## src/rtl/usb_pkg.sv

```systemverilog
package usb_pkg;

	// ------------------------------
	// Bus and data widths
	// ------------------------------

	// Endpoint buffer word
	localparam int ep_dw = 32;

	// System bus request, held stable by the master until ack
	typedef struct packed {
		logic [11:0] addr;
		logic [31:0] wdata;
		logic        we;
	} bus_req_t;

	// Register request in the USB domain, data narrowed to 16 bits
	typedef struct packed {
		logic [11:0] addr;
		logic [15:0] wdata;
		logic        we;
	} csr_req_t;

	typedef logic [15:0] csr_data_t;

	// ------------------------------
	// Register map
	// ------------------------------

	// Bit 0 written as 1 starts the loopback run
	localparam logic [11:0] csr_addr_ctrl   = 12'h000;
	// Word count, 0 to 256
	localparam logic [11:0] csr_addr_len    = 12'h001;
	// Bit 0 busy, bit 1 done (sticky)
	localparam logic [11:0] csr_addr_status = 12'h002;
	localparam logic [11:0] csr_addr_crc    = 12'h003;

	// ------------------------------
	// USB data CRC16
	// ------------------------------

	// Reflected form, LSB first, result inverted at the end
	localparam csr_data_t crc16_init      = 16'hFFFF;
	localparam csr_data_t crc16_poly_refl = 16'hA001;

endpackage

```

## src/rtl/usb_csr.sv

```systemverilog
module usb_csr #(
	parameter int EP_AW = 8
) (
	input  logic                clk_48m,
	input  logic                rst,

	// Register access from the bridge
	input  usb_pkg::csr_req_t   req_i,
	input  logic                stb_i,
	output usb_pkg::csr_data_t  rdata_o,
	output logic                ack_o,

	// Packet engine control
	output logic                start_o,
	output logic [EP_AW:0]      len_o,
	input  logic                busy_i,
	input  logic                done_i,
	input  usb_pkg::csr_data_t  crc_i
);

	logic                wr_ctrl;
	logic                wr_len;
	logic                start_ok;
	logic                done_q;
	usb_pkg::csr_data_t  crc_q;

	// ------------------------------
	// Write decode
	// ------------------------------

	assign wr_ctrl = stb_i && req_i.we && (req_i.addr == usb_pkg::csr_addr_ctrl);
	assign wr_len  = stb_i && req_i.we && (req_i.addr == usb_pkg::csr_addr_len);

	// Start only while idle, a pending pulse counts as busy
	assign start_ok = wr_ctrl && req_i.wdata[0] && !busy_i && !start_o;

	always_ff @(posedge clk_48m or posedge rst) begin
		if (rst) begin
			start_o <= 1'b0;
			len_o   <= '0;
			done_q  <= 1'b0;
			crc_q   <= '0;
		end else begin
			start_o <= start_ok;

			if (wr_len)
				len_o <= req_i.wdata[EP_AW:0];

			// Sticky done, cleared by the next accepted start
			if (start_ok)
				done_q <= 1'b0;
			else if (done_i)
				done_q <= 1'b1;

			if (done_i)
				crc_q <= crc_i;
		end
	end

	// ------------------------------
	// Read mux and ack
	// ------------------------------

	always_comb begin
		case (req_i.addr)
			usb_pkg::csr_addr_len:    rdata_o = {{(15 - EP_AW){1'b0}}, len_o};
			usb_pkg::csr_addr_status: rdata_o = {14'h0000, done_q, busy_i};
			usb_pkg::csr_addr_crc:    rdata_o = crc_q;
			// ctrl is write only, the rest is unmapped
			default:                  rdata_o = '0;
		endcase
	end

	// Single cycle answer
	assign ack_o = stb_i;

	// Length handed to the engine must fit the buffer
	assert property (@(posedge clk_48m) disable iff (rst)
		start_o |-> (len_o <= 2 ** EP_AW));

endmodule

```

## config.mk

```make
export PLATFORM = sky130hd
export DESIGN_NAME = usb_csr
export DESIGN_NICKNAME = d
export VERILOG_FILES = /design/src/rtl/usb_pkg.sv /design/src/rtl/usb_csr.sv
export SDC_FILE = /design/constraint.sdc
export NUM_CORES = 1
export LEC_CHECK = 0
export BUFFER_PORTS_ARGS = -buffer_cell sky130_fd_sc_hd__buf_2
export CORE_MARGIN = 2
export CORE_UTILIZATION = 47
export CTS_CLUSTER_SIZE = 30
export DETAILED_ROUTE_END_ITERATION = 7
export PLACE_DENSITY = 0.94
export SYNTH_ARGS = -nofsm -noshare
export SYNTH_HDL_FRONTEND = slang
export SYNTH_SLANG_ARGS = --single-unit
```

## constraint.sdc

```tcl
create_clock -name clk_48m -period 3.5 [get_ports clk_48m]
set_input_delay 0.525 -clock clk_48m [delete_from_list [all_inputs] [get_ports clk_48m]]
set_output_delay 0.525 -clock clk_48m [all_outputs]
set_load 0.05 [all_outputs]
```

==> flow_metrics.tcl <==
set metrics [dict create \
    setup_violations 0 \
    via_count 1030 \
    tns_ns 0 \
    synth_fp_nets 150 \
    layout_common_cells "buf_2, dfrtp_1, mux2_2, nor2_1, mux2_4" \
    max_freq_mhz 423 \
    dpl.hpwl_um 2380 \
    syn_avg_cell_area_um2 13.5 \
    power_switching_uw 130 \
    h-tree-depth 1 \
    pin_count 77 \
    clock_power_share_pct 23.4 \
    multi_input_area_um2 638 \
    rsz0062_at_grt "no" \
    switching_share_pct 23.6 \
    slew_headroom_pct 32.9 \
    clockBufferDepth 2 \
    syn_to_final_growth_pct 27.9 \
    tightest_slew_ns 1.01 \
    powerDensity_mw_per_mm2 317 \
    cts_buffers 3 \
    remaining_drc_errors 0 \
    wl_per_cell_um 15.1 \
    hold_path_class "in -> async" \
    grt_antenna_before_repair 0 \
    fp.coreArea_mm2 0.00273 \
    path_class "in -> out" \
    drv_cap 0 \
    ys_seq_area_share_pct 50.0 \
    die_area_mm2 0.00332 \
    period_needed_ns 2.36 \
    ant_nets 0 \
    globalplace.congestion 0.798 \
    rows 19 \
    post-route-period-util_pct 67.5 \
    portBuffers 69 \
    fillerInstances 229 \
    final_nets 219 \
    register_area_um2 676 \
    crit_start "req_i[22]" \
    synthCells 100 \
    hold_ws_ns 0.428 \
    clock_tree.root_cell "clkbuf_4" \
    startpoint_type "input pin" \
    drt-initial-drc-count 13 \
    power_uw 548 \
    slew_viol_final 0 \
    cp.required_ns 2.97 \
    grt.total_usage_pct 20.1 \
    synth_cell_types 24 \
    grt_pass1_wl_um 5060 \
    ys_seq_elements 27 \
    worst_setup_path_end_kind "output pin" \
    reg2reg_from "start_o" \
    p_leak_uw 0.000901 \
    grt_overflow 0 \
    r2r_slack_ns 2.21 \
    status "completed" \
    start_util_pct 49.4 \
    arrival_ns 1.84 \
    regToRegEndpoint "done_q" \
    insertion_delay_ns 0.31 \
    finalWirelength_um 3000 \
    finalHoldViolCount 0 \
    yosys_warnings 0 \
    fin_skew_ns 0.000242 \
    num_antenna_cells 0 \
    p_comb_share_pct 14.7 \
    cts_hold_buf 0 \
    grt_pass1_vias 1083 \
    cts_resized 0 \
    post_cts_buffers 0 \
    cts.sinks 27 \
    cp_max_fo 7 \
    drt-vias-per-instance 5.18 \
    p_int_uw 418 \
    tritoncts "built" \
    fp.dieH_um 57.6 \
    drt_pass1_iterations 3 \
    netlist_area_mm2 0.00135 \
    clkTransAtPathRegs_ns 0.13 \
    pwr-share-seq_pct 61.9 \
    die_w_um 57.6 \
    ir_worst_vdd_mv 0.388 \
    final_common_cell "buf_2" \
    drive_gt1_share_pct 60.7 \
    grt_max_degree 28 \
    reg2regPathDepth 2 \
]
[cell usage after synthesis (all sizes together)]
library cell  instances  area share (%)
a22oi                 2             1.1
and2                  8             3.7
and3b                 1            0.65
and4                  2             1.4
buf                   5             2.5
dfrtp                27              50
inv                   1            0.28
mux2                 27              25
mux2i                 7             5.2
nand3                 1            0.37
nand3b                1            0.56
nand4                 1            0.46
nor2                 10             2.8
nor2b                 1            0.46
nor3                  1            0.37
nor3b                 1            0.56
nor4                  2             3.1
o32a                  1            0.74
or4b                  1            0.74
[sequential cells by signal (all words and copies together) (netlist names)]
register / count
crc_q: 16
start_o: 1
done_q: 1
len_o: 9
[metal layers]
| layer | global-route usage [%] | part of all wire (%) |
|---|---|---|
| met1 | 24.6 | 39 |
| met2 | 35.1 | 52 |
| met3 | 4.69 | 7.7 |
| met4 | 6.31 | 1.0 |
| met5 | 0 | 0 |
[kinds of logic after synthesis]
logic type | Yosys count | synth area share (%)
muxes | 34 | 30.2
and+or+nand+nor | 30 | 15.2
DFF | 27 | 50.0
buffers and inverters | 6 | 2.78
AOI/OAI and AO/OA | 3 | 1.85
[worst max path at each step]
| stage | to | depth (start not counted) | slack (ns) |
|---|---|---|---|
| final | rdata_o[3] | 5 | 1.14 |
| after global routing | rdata_o[3] | 5 | 1.00 |
| after CTS | rdata_o[2] | 5 | 1.15 |
| after detailed placement | rdata_o[7] | 5 | 1.14 |
| after global placement | rdata_o[5] | 5 | 1.15 |
| after floorplan | rdata_o[2] | 3 | 1.19 |
[power groups by stage]
stage                     Combinational (uW)  Clock, uW  Sequential [uW]
after global routing                    88.6        151              342
after detailed placement                81.5          0              346
after floorplan                         46.6          0              343
after global placement                  76.8          0              344
final                                   80.4        128              339
after CTS                               81.7        135              340
[cell type report]
cell class | instances | area share (%)
Sequential cell | 27 | 39.1
Multi-Input combinational cell | 67 | 36.9
Timing Repair Buffer | 69 | 20.0
Tap cell | 31 | 2.24
Clock buffer | 4 | 1.52
Inverter | 1 | 0.217
[worst max-delay path: stages]
cell     delay, ns
buf_2         0.12
nor4_4        0.32
nand4_1       0.37
nor2_1        0.21
buf_2         0.28
[stage by stage]
stage	std cells	util (%)	instance area, um^2	worst slack (ns)
after floorplan	100	-	1350	1.19
after global placement	195	62.2	1700	1.15
after detailed placement	195	62.2	1700	1.14
after CTS	199	63.2	1730	1.15
after global routing	199	63.2	1730	1.00
final	199	63.2	1730	1.14
Power figures use the tool's default switching activity.
