`config.mk`:
```
export PLATFORM = sky130hd
export DESIGN_NAME = usb_pkt_engine
export DESIGN_NICKNAME = d
export VERILOG_FILES = /design/src/rtl/usb_pkg.sv /design/src/rtl/usb_pkt_engine.sv
export SDC_FILE = /design/constraint.sdc
export NUM_CORES = 1
export LEC_CHECK = 0
export BUFFER_PORTS_ARGS = -buffer_cell sky130_fd_sc_hd__buf_2
export CAP_MARGIN = 20
export CORE_MARGIN = 4
export CORE_UTILIZATION = 50
export CTS_CLUSTER_SIZE = 14
export DETAILED_ROUTE_END_ITERATION = 10
export PLACE_DENSITY_LB_ADDON = 0.3
export SLEW_MARGIN = 20
export SYNTH_ARGS = -nofsm -noshare
export SYNTH_HDL_FRONTEND = slang
export SYNTH_SLANG_ARGS = --single-unit
```
`constraint.sdc`:
```
create_clock -name clk_48m -period 3.9 [get_ports clk_48m]
set_input_delay 1.17 -clock clk_48m [delete_from_list [all_inputs] [get_ports clk_48m]]
set_output_delay 1.17 -clock clk_48m [all_outputs]
set_load 0.005 [all_outputs]
```
`src/rtl/usb_pkg.sv`:
```
package usb_pkg;

	// ------------------------------
	// Bus and data widths
	// ------------------------------

	// Endpoint buffer word
	localparam int ep_dw = 32;

	// System bus request, held stable by the master until ack
	typedef struct packed {
		logic [11:0] addr;
		logic [31:0] wdata;
		logic        we;
	} bus_req_t;

	// Register request in the USB domain, data narrowed to 16 bits
	typedef struct packed {
		logic [11:0] addr;
		logic [15:0] wdata;
		logic        we;
	} csr_req_t;

	typedef logic [15:0] csr_data_t;

	// ------------------------------
	// Register map
	// ------------------------------

	// Bit 0 written as 1 starts the loopback run
	localparam logic [11:0] csr_addr_ctrl   = 12'h000;
	// Word count, 0 to 256
	localparam logic [11:0] csr_addr_len    = 12'h001;
	// Bit 0 busy, bit 1 done (sticky)
	localparam logic [11:0] csr_addr_status = 12'h002;
	localparam logic [11:0] csr_addr_crc    = 12'h003;

	// ------------------------------
	// USB data CRC16
	// ------------------------------

	// Reflected form, LSB first, result inverted at the end
	localparam csr_data_t crc16_init      = 16'hFFFF;
	localparam csr_data_t crc16_poly_refl = 16'hA001;

endpackage

```
`src/rtl/usb_pkt_engine.sv`:
```
module usb_pkt_engine #(
	parameter int EP_AW = 8
) (
	input  logic                      clk_48m,
	input  logic                      rst,

	// Control from the register file
	input  logic                      start_i,
	input  logic [EP_AW:0]            len_i,
	output logic                      busy_o,
	output logic                      done_o,
	output usb_pkg::csr_data_t        crc_o,

	// Transmit buffer read port
	output logic                      tx_re_o,
	output logic [EP_AW-1:0]          tx_raddr_o,
	input  logic [usb_pkg::ep_dw-1:0] tx_rdata_i,

	// Receive buffer write port
	output logic                      rx_we_o,
	output logic [EP_AW-1:0]          rx_waddr_o,
	output logic [usb_pkg::ep_dw-1:0] rx_wdata_o
);

	// Fold one word into the CRC, least significant byte first
	function automatic usb_pkg::csr_data_t crc16_word(
		input usb_pkg::csr_data_t        crc_in,
		input logic [usb_pkg::ep_dw-1:0] word
	);
		usb_pkg::csr_data_t c;
		c = crc_in;
		for (int b = 0; b < usb_pkg::ep_dw / 8; b++) begin
			c = c ^ {8'h00, word[8*b +: 8]};
			for (int i = 0; i < 8; i++) begin
				if (c[0])
					c = (c >> 1) ^ usb_pkg::crc16_poly_refl;
				else
					c = c >> 1;
			end
		end
		return c;
	endfunction

	logic                busy_q;
	logic                done_q;
	logic [EP_AW:0]      len_q;
	logic [EP_AW:0]      cnt;
	logic                rd_vld;
	logic [EP_AW-1:0]    rd_addr_q;
	usb_pkg::csr_data_t  crc_q;

	// ------------------------------
	// Read address counter
	// ------------------------------

	assign tx_re_o    = busy_q && (cnt != len_q);
	assign tx_raddr_o = cnt[EP_AW-1:0];

	always_ff @(posedge clk_48m or posedge rst) begin
		if (rst) begin
			busy_q <= 1'b0;
			done_q <= 1'b0;
			len_q  <= '0;
			cnt    <= '0;
		end else begin
			done_q <= 1'b0;
			if (start_i) begin
				busy_q <= 1'b1;
				len_q  <= len_i;
				cnt    <= '0;
			end else if (busy_q) begin
				if (cnt != len_q) begin
					cnt <= cnt + 1'b1;
				end else begin
					// Last word lands on this edge
					busy_q <= 1'b0;
					done_q <= 1'b1;
				end
			end
		end
	end

	// ------------------------------
	// Write stage and CRC
	// ------------------------------

	always_ff @(posedge clk_48m or posedge rst) begin
		if (rst) begin
			rd_vld <= 1'b0;
			crc_q  <= usb_pkg::crc16_init;
		end else begin
			rd_vld <= tx_re_o;
			if (start_i)
				crc_q <= usb_pkg::crc16_init;
			else if (rd_vld)
				crc_q <= crc16_word(crc_q, tx_rdata_i);
		end
	end

	// Address of the word now on the RAM output
	always_ff @(posedge clk_48m) begin
		rd_addr_q <= tx_raddr_o;
	end

	assign rx_we_o    = rd_vld;
	assign rx_waddr_o = rd_addr_q;
	assign rx_wdata_o = tx_rdata_i;

	assign busy_o = busy_q;
	assign done_o = done_q;
	assign crc_o  = ~crc_q;

	assert property (@(posedge clk_48m) disable iff (rst) start_i |-> !busy_o);

endmodule

```
==> results.yml, run 1 <==
global_route:
  grt_pass1_vias: 1988
  grt_antenna_before_repair: 0
  grt_pass1_wl_mm: 9.459
  grt_max_degree: 37
  grt.overflow.total: 0
  grt_usage_pct: 16.30
drt:
  ant_nets: 0
  wl_per_cell_um: 13.68
  num_vias: 1996
  drtIter0Drc: 67
  viasPerCell: 4.696
  wirelength_mm: 5.816
  drc_errors: 0
  dr.pass1.iters: 4
cells_and_area:
  diodes: 0
  final_cell_mix: "buf_2 (111), xnor2_1 (59), nor2_1 (27)"
  nFillCells: 522
  layout_commonest_cell: "buf_2"
  syn_to_final_growth_pct: 14.82
  multi_input_area_um2: 1410
  final_nets: 397
  register_area_um2: 1106
  drive_gt1_share_pct: 44.19
synthesis:
  ys.flop_type: "dfrtp_1"
  ys_types: 34
  synth-seq-cells: 45
  syn_area_um2: 2929
  synth.avg_cell_area_um2: 10.46
  synth_top_cell_by_area: "dfrtp_1"
  syn_inst: 280
  yosys_warnings: 0
  synth_seq_area_share_pct: 37.76
  synthTopCellsByArea: "dfrtp_1 (18%), xnor2_1 (18%), dfstp_2 (14%)"
  synth_top_area_share_pct: 17.94
  syn_nets: 325
  synth_edf_count: 0
  async_flop_share_pct: 82.22
sta:
  max-slew-margin-rel_pct: 53.00
  setup_viol: 0
  fin_crit_ns: 3.137
  max_freq_mhz: 318.8
  final_hold_viol_count: 0
  grt_setup_unrepaired: "no"
  report.final.slew_viol_count: 0
  setup_tns_ns: 0
  finClkSkew_ns: 0.007960
  finalCritPeriodShare_pct: 80.44
  worst_slew_pin_slew_ns: 0.7017
clock_tree:
  cts.clk_slew.worst_paths_ns: 0.09
  h-tree-depth: 2
  clock_latency_ns: 0.29
  cts_root_buf: "clkbuf_8"
  numCtsBuffers: 5
  cts_tree: "done"
  hold_buffers: 0
  post_cts_buffers: 0
  cts.sinks: 45
  cts_resized: 0
  clock_path_buffers: 2
die:
  io-pin-count: 112
  core_um2: 5608
  initial_core_util_pct: 52.23
  rows: 27
  die_area_um2: 7147
  die_w_um: 84.54
  die_h_um: 84.54
placement:
  io_buffers: 111
  dpl.hpwl_mm: 4.613
  gp_congestion: 0.7927
run_status:
  status: "complete, no violations"
critical_path:
  cp.required_ns: 2.73
  crit_type: "flip-flop to output pin"
  crit_chain: "xor2_1, nor4_1, a31oi_1, buf_2"
  path_buf_inv: 1
  worstPathArrival_ns: 1.97
  crit_fanout: 8
  start_kind: "flip-flop"
  critPathTopFamily: "flip-flops"
  slowest_delay_ns: 0.47
  cp_slowest_cell: "dfrtp_1"
  crit_path_end_kind: "output pin"
pwr:
  power.density_nw_per_um2: 863.5
  leakage_nw: 1.727
  finalPower_w: 0.002904
  max-vdd-ir-drop_mv: 0.7405
flow_run:
  drv_cap: 0
min_path:
  min_path_type: "flip-flop to flip-flop"
==> power breakdown <==
group          total, W  internal [W]  switching (W)
logic           0.00184       0.00104       0.000805
clock network  0.000343      0.000190       0.000153
registers      0.000719      0.000630      0.0000887
total           0.00290       0.00186        0.00105
==> metal layers <==
metal | wire [um] | vias up | GRT usage [%] | part of all wire, %
met5 | 0 | - | 0 | 0
met4 | 26 | 0 | 3.453 | 0.45
met3 | 408 | 2 | 3.140 | 7.0
met2 | 2538 | 74 | 24.98 | 44
met1 | 2842 | 934 | 24.04 | 49
li1 | - | 986 | - | -
==> cell families (layout without fill, tap and decap cells) <==
kind of cell / count (synthesis) / in the layout / synth area share, %
buffers and inverters: 70 / 143 / 14.10
AND/OR/NAND/NOR: 44 / 44 / 6.707
adder cells (fa/ha/maj): 1 / 1 / 0.4271
flip-flops: 45 / 45 / 37.76
XOR/XNOR: 89 / 89 / 32.21
AO/OA/AOI/OAI: 20 / 20 / 4.656
multiplexers: 11 / 11 / 4.144
==> cell usage after synthesis (2+ instances only) <==
| cell | count |
|---|---|
| dfrtp_1 | 21 |
| a211o_1 | 6 |
| mux2_2 | 9 |
| xnor2_1 | 59 |
| buf_4 | 40 |
| mux2i_1 | 2 |
| o21ai_1 | 2 |
| clkbuf_1 | 7 |
| xnor2_2 | 3 |
| nor2_1 | 27 |
| dfstp_2 | 16 |
| nand3_1 | 3 |
| xnor3_1 | 6 |
| o21bai_1 | 3 |
| nor3_1 | 4 |
| dfxtp_1 | 8 |
| or2_2 | 4 |
| xor2_1 | 17 |
| or3_1 | 2 |
| a21oi_1 | 6 |
| inv_1 | 22 |
==> area by class of cell <==
type	instances	share of cell area (%)
Sequential cell	45	32.89
Tap cell	72	2.679
Timing Repair Buffer	112	16.74
Clock inverter	2	1.042
Inverter	23	2.567
Clock buffer	6	2.158
Multi-Input combinational cell	165	41.93
==> metrics by stage <==
stage | cell area (um2) | hold WS [ns] | setup slack [ns] | std cells | utilization [%]
after floorplan | 2929 | 0.4314 | 0.9624 | 280 | -
after global placement | 3256 | 0.4550 | 0.7470 | 417 | 58.05
after detailed placement | 3256 | 0.4666 | 0.6865 | 417 | 58.05
after CTS | 3363 | 0.4875 | 0.7347 | 425 | 59.97
after global routing | 3363 | 0.5060 | 0.5335 | 425 | 59.97
final | 3363 | 0.4815 | 0.7630 | 425 | 59.97
==> worst paths after layout <==
check / start / endpoint / slack (ns) / cells past startpoint
max: cnt[0] / tx_re_o / 0.76 / 4
min in group asynchronous: rst / crc_q[5] / 1.14 / 2
max reg2reg: crc_q[12] / crc_q[15] / 1.43 / 7
min reg2reg: cnt[6] / rx_waddr_o[6] / 0.48 / 0
max in group asynchronous: rst / crc_q[13] / 2.32 / 3
min: cnt[6] / rx_waddr_o[6] / 0.48 / 0
==> state kept, by name, summed over array words and instances (netlist names) <==
register    cells
busy_o          1
cnt             9
crc_q          16
done_o          1
len_q           9
rx_waddr_o      8
rx_we_o         1
(Power assumes the default switching activity.)
==> run 2, diff against run 1 <==
--- a/config.mk
+++ b/config.mk
@@ -8,7 +8,7 @@
 export BUFFER_PORTS_ARGS = -buffer_cell sky130_fd_sc_hd__buf_2
 export CAP_MARGIN = 20
 export CORE_MARGIN = 4
-export CORE_UTILIZATION = 50
+export CORE_UTILIZATION = 45
 export CTS_CLUSTER_SIZE = 14
 export DETAILED_ROUTE_END_ITERATION = 10
 export PLACE_DENSITY_LB_ADDON = 0.3
==> constraint.sdc (replaced) <==
create_clock -name clk_48m -period 2.7 [get_ports clk_48m]
set_input_delay 0.81 -clock clk_48m [delete_from_list [all_inputs] [get_ports clk_48m]]
set_output_delay 0.81 -clock clk_48m [all_outputs]
set_load 0.005 [all_outputs]
==> results.yml, run 2 (synthesis gave the netlist of run 1 again) <==
die:
  core_um2: 6350
  die_w_um: 88.68
  die_area_um2: 7864
  io-pin-count: 112
  die_h_um: 88.68
  rows: 29
  initial_core_util_pct: 46.13
pwr:
  power.density_nw_per_um2: 1275
  max-vdd-ir-drop_mv: 1.058
  leakage_nw: 1.794
clock_tree:
  h-tree-depth: 2
  hold_buffers: 0
  post_cts_buffers: 0
  cts.sinks: 45
  clock_path_buffers: 2
  numCtsBuffers: 5
  cts.clk_slew.worst_paths_ns: 0.09
  cts_root_buf: "clkbuf_8"
  cts_tree: "done"
  clock_latency_ns: 0.30
sta:
  grt_setup_unrepaired: "no"
  setup_viol: 0
  report.final.slew_viol_count: 0
  fin_crit_ns: 2.470
  finClkSkew_ns: 0.006439
  max-slew-margin-rel_pct: 54.05
  finalCritPeriodShare_pct: 91.49
  worst_slew_pin_slew_ns: 0.6892
  max_freq_mhz: 404.8
  hold-worst-slack_ns: 0.4809
  final_hold_viol_count: 0
cells_and_area:
  drive_gt1_share_pct: 46.59
  final_cell_mix: "buf_2 (111), xnor2_1 (59), nor2_1 (27)"
  layout_commonest_cell: "buf_2"
  final_nets: 411
  syn_to_final_growth_pct: 18.97
  regMostFlops: "crc_q"
  largest_reg_flops: 16
  diodes: 0
  reg_top3: "crc_q (16), cnt (9), len_q (9)"
  stdcell_count: 444
  fin_util_pct: 54.88
critical_path:
  worstPathArrival_ns: 2.69
  r2r-start: "crc_q[12]"
  startpoint: "tx_rdata_i[12]"
  start_kind: "input pin"
  crit_path_end_kind: "flip-flop"
  crit_fanout: 3
  crit_type: "input pin to flip-flop"
  cp.required_ns: 2.92
drt:
  wl_per_cell_um: 13.41
  drc_errors: 0
  ant_nets: 0
  dr.pass1.iters: 4
  viasPerCell: 4.514
  drtIter0Drc: 72
  num_vias: 2004
  wirelength_mm: 5.956
min_path:
  worstHoldStart: "cnt[6]"
  min_path_type: "flip-flop to flip-flop"
global_route:
  grt.overflow.total: 0
  grt_antenna_before_repair: 0
  grt_usage_pct: 15.33
  grt_pass1_wl_mm: 9.170
  grt_max_degree: 38
  grt_pass1_vias: 1918
flow_run:
  drv_cap: 0
placement:
  dpl.hpwl_mm: 4.661
  gp_congestion: 0.7726
  io_buffers: 111
  dp.cells: 436
run_status:
  status: "complete, no violations"
==> run 2: cell count changes in the layout (fill, tap and decap cells not counted) <==
cell      change
buf_4        +14
clkinv_2      -1
clkinv_4      +1
nor4_1        -1
nor4_2        +1
==> run 2: layout make-up <==
cell class / count / area, um2
clock inverter: 2 / 38.79
sequential: 45 / 1106
clock buffer: 6 / 72.57
multi-input combinational: 165 / 1416
timing repair buffer: 126 / 668.1
inverter: 23 / 86.33
fill: 587 / 2865
tap: 77 / 96.34
==> run 2: path summary, 6_finish.rpt <==
kind | to | slack (ns) | cells past startpoint
max in group asynchronous | crc_q[1] | 1.73 | 3
hold / removal | rx_waddr_o[6] | 0.48 | 0
setup reg to reg | crc_q[15] | 0.23 | 7
min in group asynchronous | cnt[1] | 0.61 | 3
hold reg to reg | rx_waddr_o[6] | 0.48 | 0
setup / recovery | crc_q[15] | 0.23 | 8
==> run 2: through the flow <==
stage / setup WS [ns] / instance area (um2) / total power (W) / setup TNS, ns
finish: 0.2298 / 3485 / 0.004444 / 0
global route: 0.1028 / 3485 / 0.004742 / 0
CTS: 0.07345 / 3478 / 0.004490 / 0
detailed placement: -0.09020 / 3367 / 0.003958 / -0.2040
global placement: -0.04409 / 3367 / 0.003849 / -0.08450
floorplan: 0.1224 / 2929 / 0.003287 / 0
==> run 2: power breakdown <==
part,switching [W],internal (W),total [W]
Clock,0.000236,0.000278,0.000514
Combinational,0.00126,0.00164,0.00290
Sequential,0.000120,0.000910,0.00103
Total,0.00162,0.00283,0.00444
==> run 2: worst max-delay path: stages <==
cell	delay, ns
buf_2	0.12
xnor3_4	0.44
xor3_4	0.33
xnor3_1	0.22
xnor3_1	0.25
xnor2_2	0.26
xor2_1	0.18
o21ai_1	0.07
==> run 2: timing repair <==
action	4_1_cts	5_1_grt
resized for setup	0	1
endpoints found under the hold margin	0	0
setup endpoints to repair	0	1
==> run 2: routing by layer <==
layer,global-route usage [%],wire length (um),vias to the layer above
met3,2.328,408,9
met5,0,0,-
met1,20.54,2687,916
met2,24.83,2767,70
met4,6.181,92,0
li1,-,-,1009
==> run 3, diff against run 2 <==
--- a/config.mk
+++ b/config.mk
@@ -7,6 +7,7 @@
 export LEC_CHECK = 0
 export BUFFER_PORTS_ARGS = -buffer_cell sky130_fd_sc_hd__buf_2
 export CAP_MARGIN = 20
+export CORE_ASPECT_RATIO = 0.9
 export CORE_MARGIN = 4
 export CORE_UTILIZATION = 45
 export CTS_CLUSTER_SIZE = 14
==> results.yml, run 3 (synthesis gave the netlist of run 1 again) <==
clock_tree:
  cts.clk_slew.worst_paths_ns: 0.09
  cts.sinks: 45
  cts_root_buf: "clkbuf_8"
  clock_path_buffers: 2
  h-tree-depth: 2
  cts_tree: "done"
  clock_latency_ns: 0.29
  hold_buffers: 0
  numCtsBuffers: 5
cells_and_area:
  drive_gt1_share_pct: 47.58
  final_cell_mix: "buf_2 (111), xnor2_1 (59), nor2_1 (27)"
  regMostFlops: "crc_q"
  final_nets: 416
  reg_top3: "crc_q (16), cnt (9), len_q (9)"
  fin_util_pct: 57.00
  syn_to_final_growth_pct: 20.97
  register_area_um2: 1106
  largest_reg_flops: 16
  nFillCells: 602
  multi_input_area_um2: 1416
  layout_commonest_cell: "buf_2"
  diodes: 0
critical_path:
  crit_fanout: 3
  start_kind: "input pin"
  rr_endpoint: "crc_q[0]"
  r2r-start: "crc_q[12]"
  cp.required_ns: 2.91
  crit_type: "input pin to flip-flop"
  worst_r2r_path_depth: 7
  r2r_slack_ns: 0.22
  worstPathArrival_ns: 2.70
  crit_path_end_kind: "flip-flop"
die:
  rows: 27
  die_w_um: 93.04
  die_area_um2: 7866
  core_um2: 6216
  io-pin-count: 112
  initial_core_util_pct: 47.12
  die_h_um: 84.54
min_path:
  hold_path_end: "rx_waddr_o[6]"
  min_path_cells: 0
  worstHoldStart: "cnt[6]"
  min_path_type: "flip-flop to flip-flop"
pwr:
  clkPwrFrac_pct: 12.1
  max-vdd-ir-drop_mv: 1.012
  leakage_nw: 1.820
  power.density_nw_per_um2: 1242
  finalPower_w: 0.004401
  switchingPower_w: 0.001551
  p_int_w: 0.002850
  swShare_pct: 35.24
  seqPwrFrac_pct: 23.4
  combPwrFrac_pct: 64.5
sta:
  grt_setup_unrepaired: "no"
  worst_slew_pin_slew_ns: 0.7266
  finClkSkew_ns: 0.009939
  max-slew-margin-rel_pct: 51.56
  report.final.slew_viol_count: 0
  fin_crit_ns: 2.493
  setup_viol: 0
  finalCritPeriodShare_pct: 92.33
  max_freq_mhz: 401.1
  final_hold_viol_count: 0
global_route:
  grt.overflow.total: 0
  grt_pass1_vias: 2036
  grt_antenna_before_repair: 0
  grt_max_degree: 38
  grt_pass1_wl_mm: 9.887
  grt_usage_pct: 15.67
drt:
  drtIter0Drc: 67
  num_vias: 2018
  dr.pass1.iters: 6
  drc_errors: 0
  ant_nets: 0
  wirelength_mm: 6.049
  wl_per_cell_um: 13.18
  viasPerCell: 4.397
placement:
  gp_congestion: 0.7855
  dpl.hpwl_mm: 4.735
  io_buffers: 111
run_status:
  status: "complete, no violations"
flow_run:
  drv_cap: 0
run 3: changes by cell type in the layout (fill, tap and decap cells not counted), sizes merged:
cell,change
clkinv,-1
buf,+5
clkinvlp,+1
run 3: area by class of cell:
cell class	count	share of cell area, %
clock buffers	6	2.331
clock inverters	2	1.059
inverters	23	2.436
multi-input cells	165	39.97
flip-flops and latches	45	31.21
well taps	87	3.072
repair buffers	131	19.92
run 3: metrics by stage:
step,cell area (um2),setup TNS (ns),worst slack [ns],hold slack (ns),std cells
floorplan,2929,0,0.1224,0.4314,280
global placement,3417,-0.07417,-0.03740,0.4532,451
detailed placement,3417,-0.1985,-0.1030,0.4799,451
CTS,3537,0,0.1037,0.5022,459
global route,3543,0,0.1071,0.5193,459
finish,3543,0,0.2070,0.4976,459
run 3: timing repair:
action,CTS,global route
gates resized for setup,0,1
setup endpoints to repair,0,1
setup buffers,0,0
run 3: how the worst max path moves through the flow:
stage                        from         to  slack (ns)  cells after the start
global route        tx_rdata_i[5]   crc_q[0]        0.11                      8
finish              tx_rdata_i[5]   crc_q[0]        0.21                      8
global placement    tx_rdata_i[5]  crc_q[15]       -0.04                      8
CTS                        cnt[1]    tx_re_o        0.10                      4
detailed placement  tx_rdata_i[5]   crc_q[0]       -0.10                      8
floorplan           tx_rdata_i[1]   crc_q[0]        0.12                      7
run 3: worst max-delay path: stages:
cell and delay (ns):
buf_2 0.11, xnor2_1 0.24, xnor3_1 0.42, xnor2_1 0.18, xnor3_1 0.46, xnor2_2 0.24
xor2_1 0.17, o21ai_1 0.08
run 3: metal layers:
metal	global-route usage (%)	vias to the layer above	share of wire (%)
li1	-	1025	-
met1	22.79	921	49
met2	24.53	68	44
met3	3.405	4	5.8
met4	2.397	0	0.76
met5	0	-	0
run 3: power groups by stage:
stage               clock network, W  registers, W  logic, W
finish                      0.000531       0.00103   0.00284
global route                0.000584       0.00105   0.00313
CTS                         0.000548       0.00103   0.00287
detailed placement                 0       0.00104   0.00286
global placement                   0       0.00104   0.00281
floorplan                          0       0.00101   0.00228
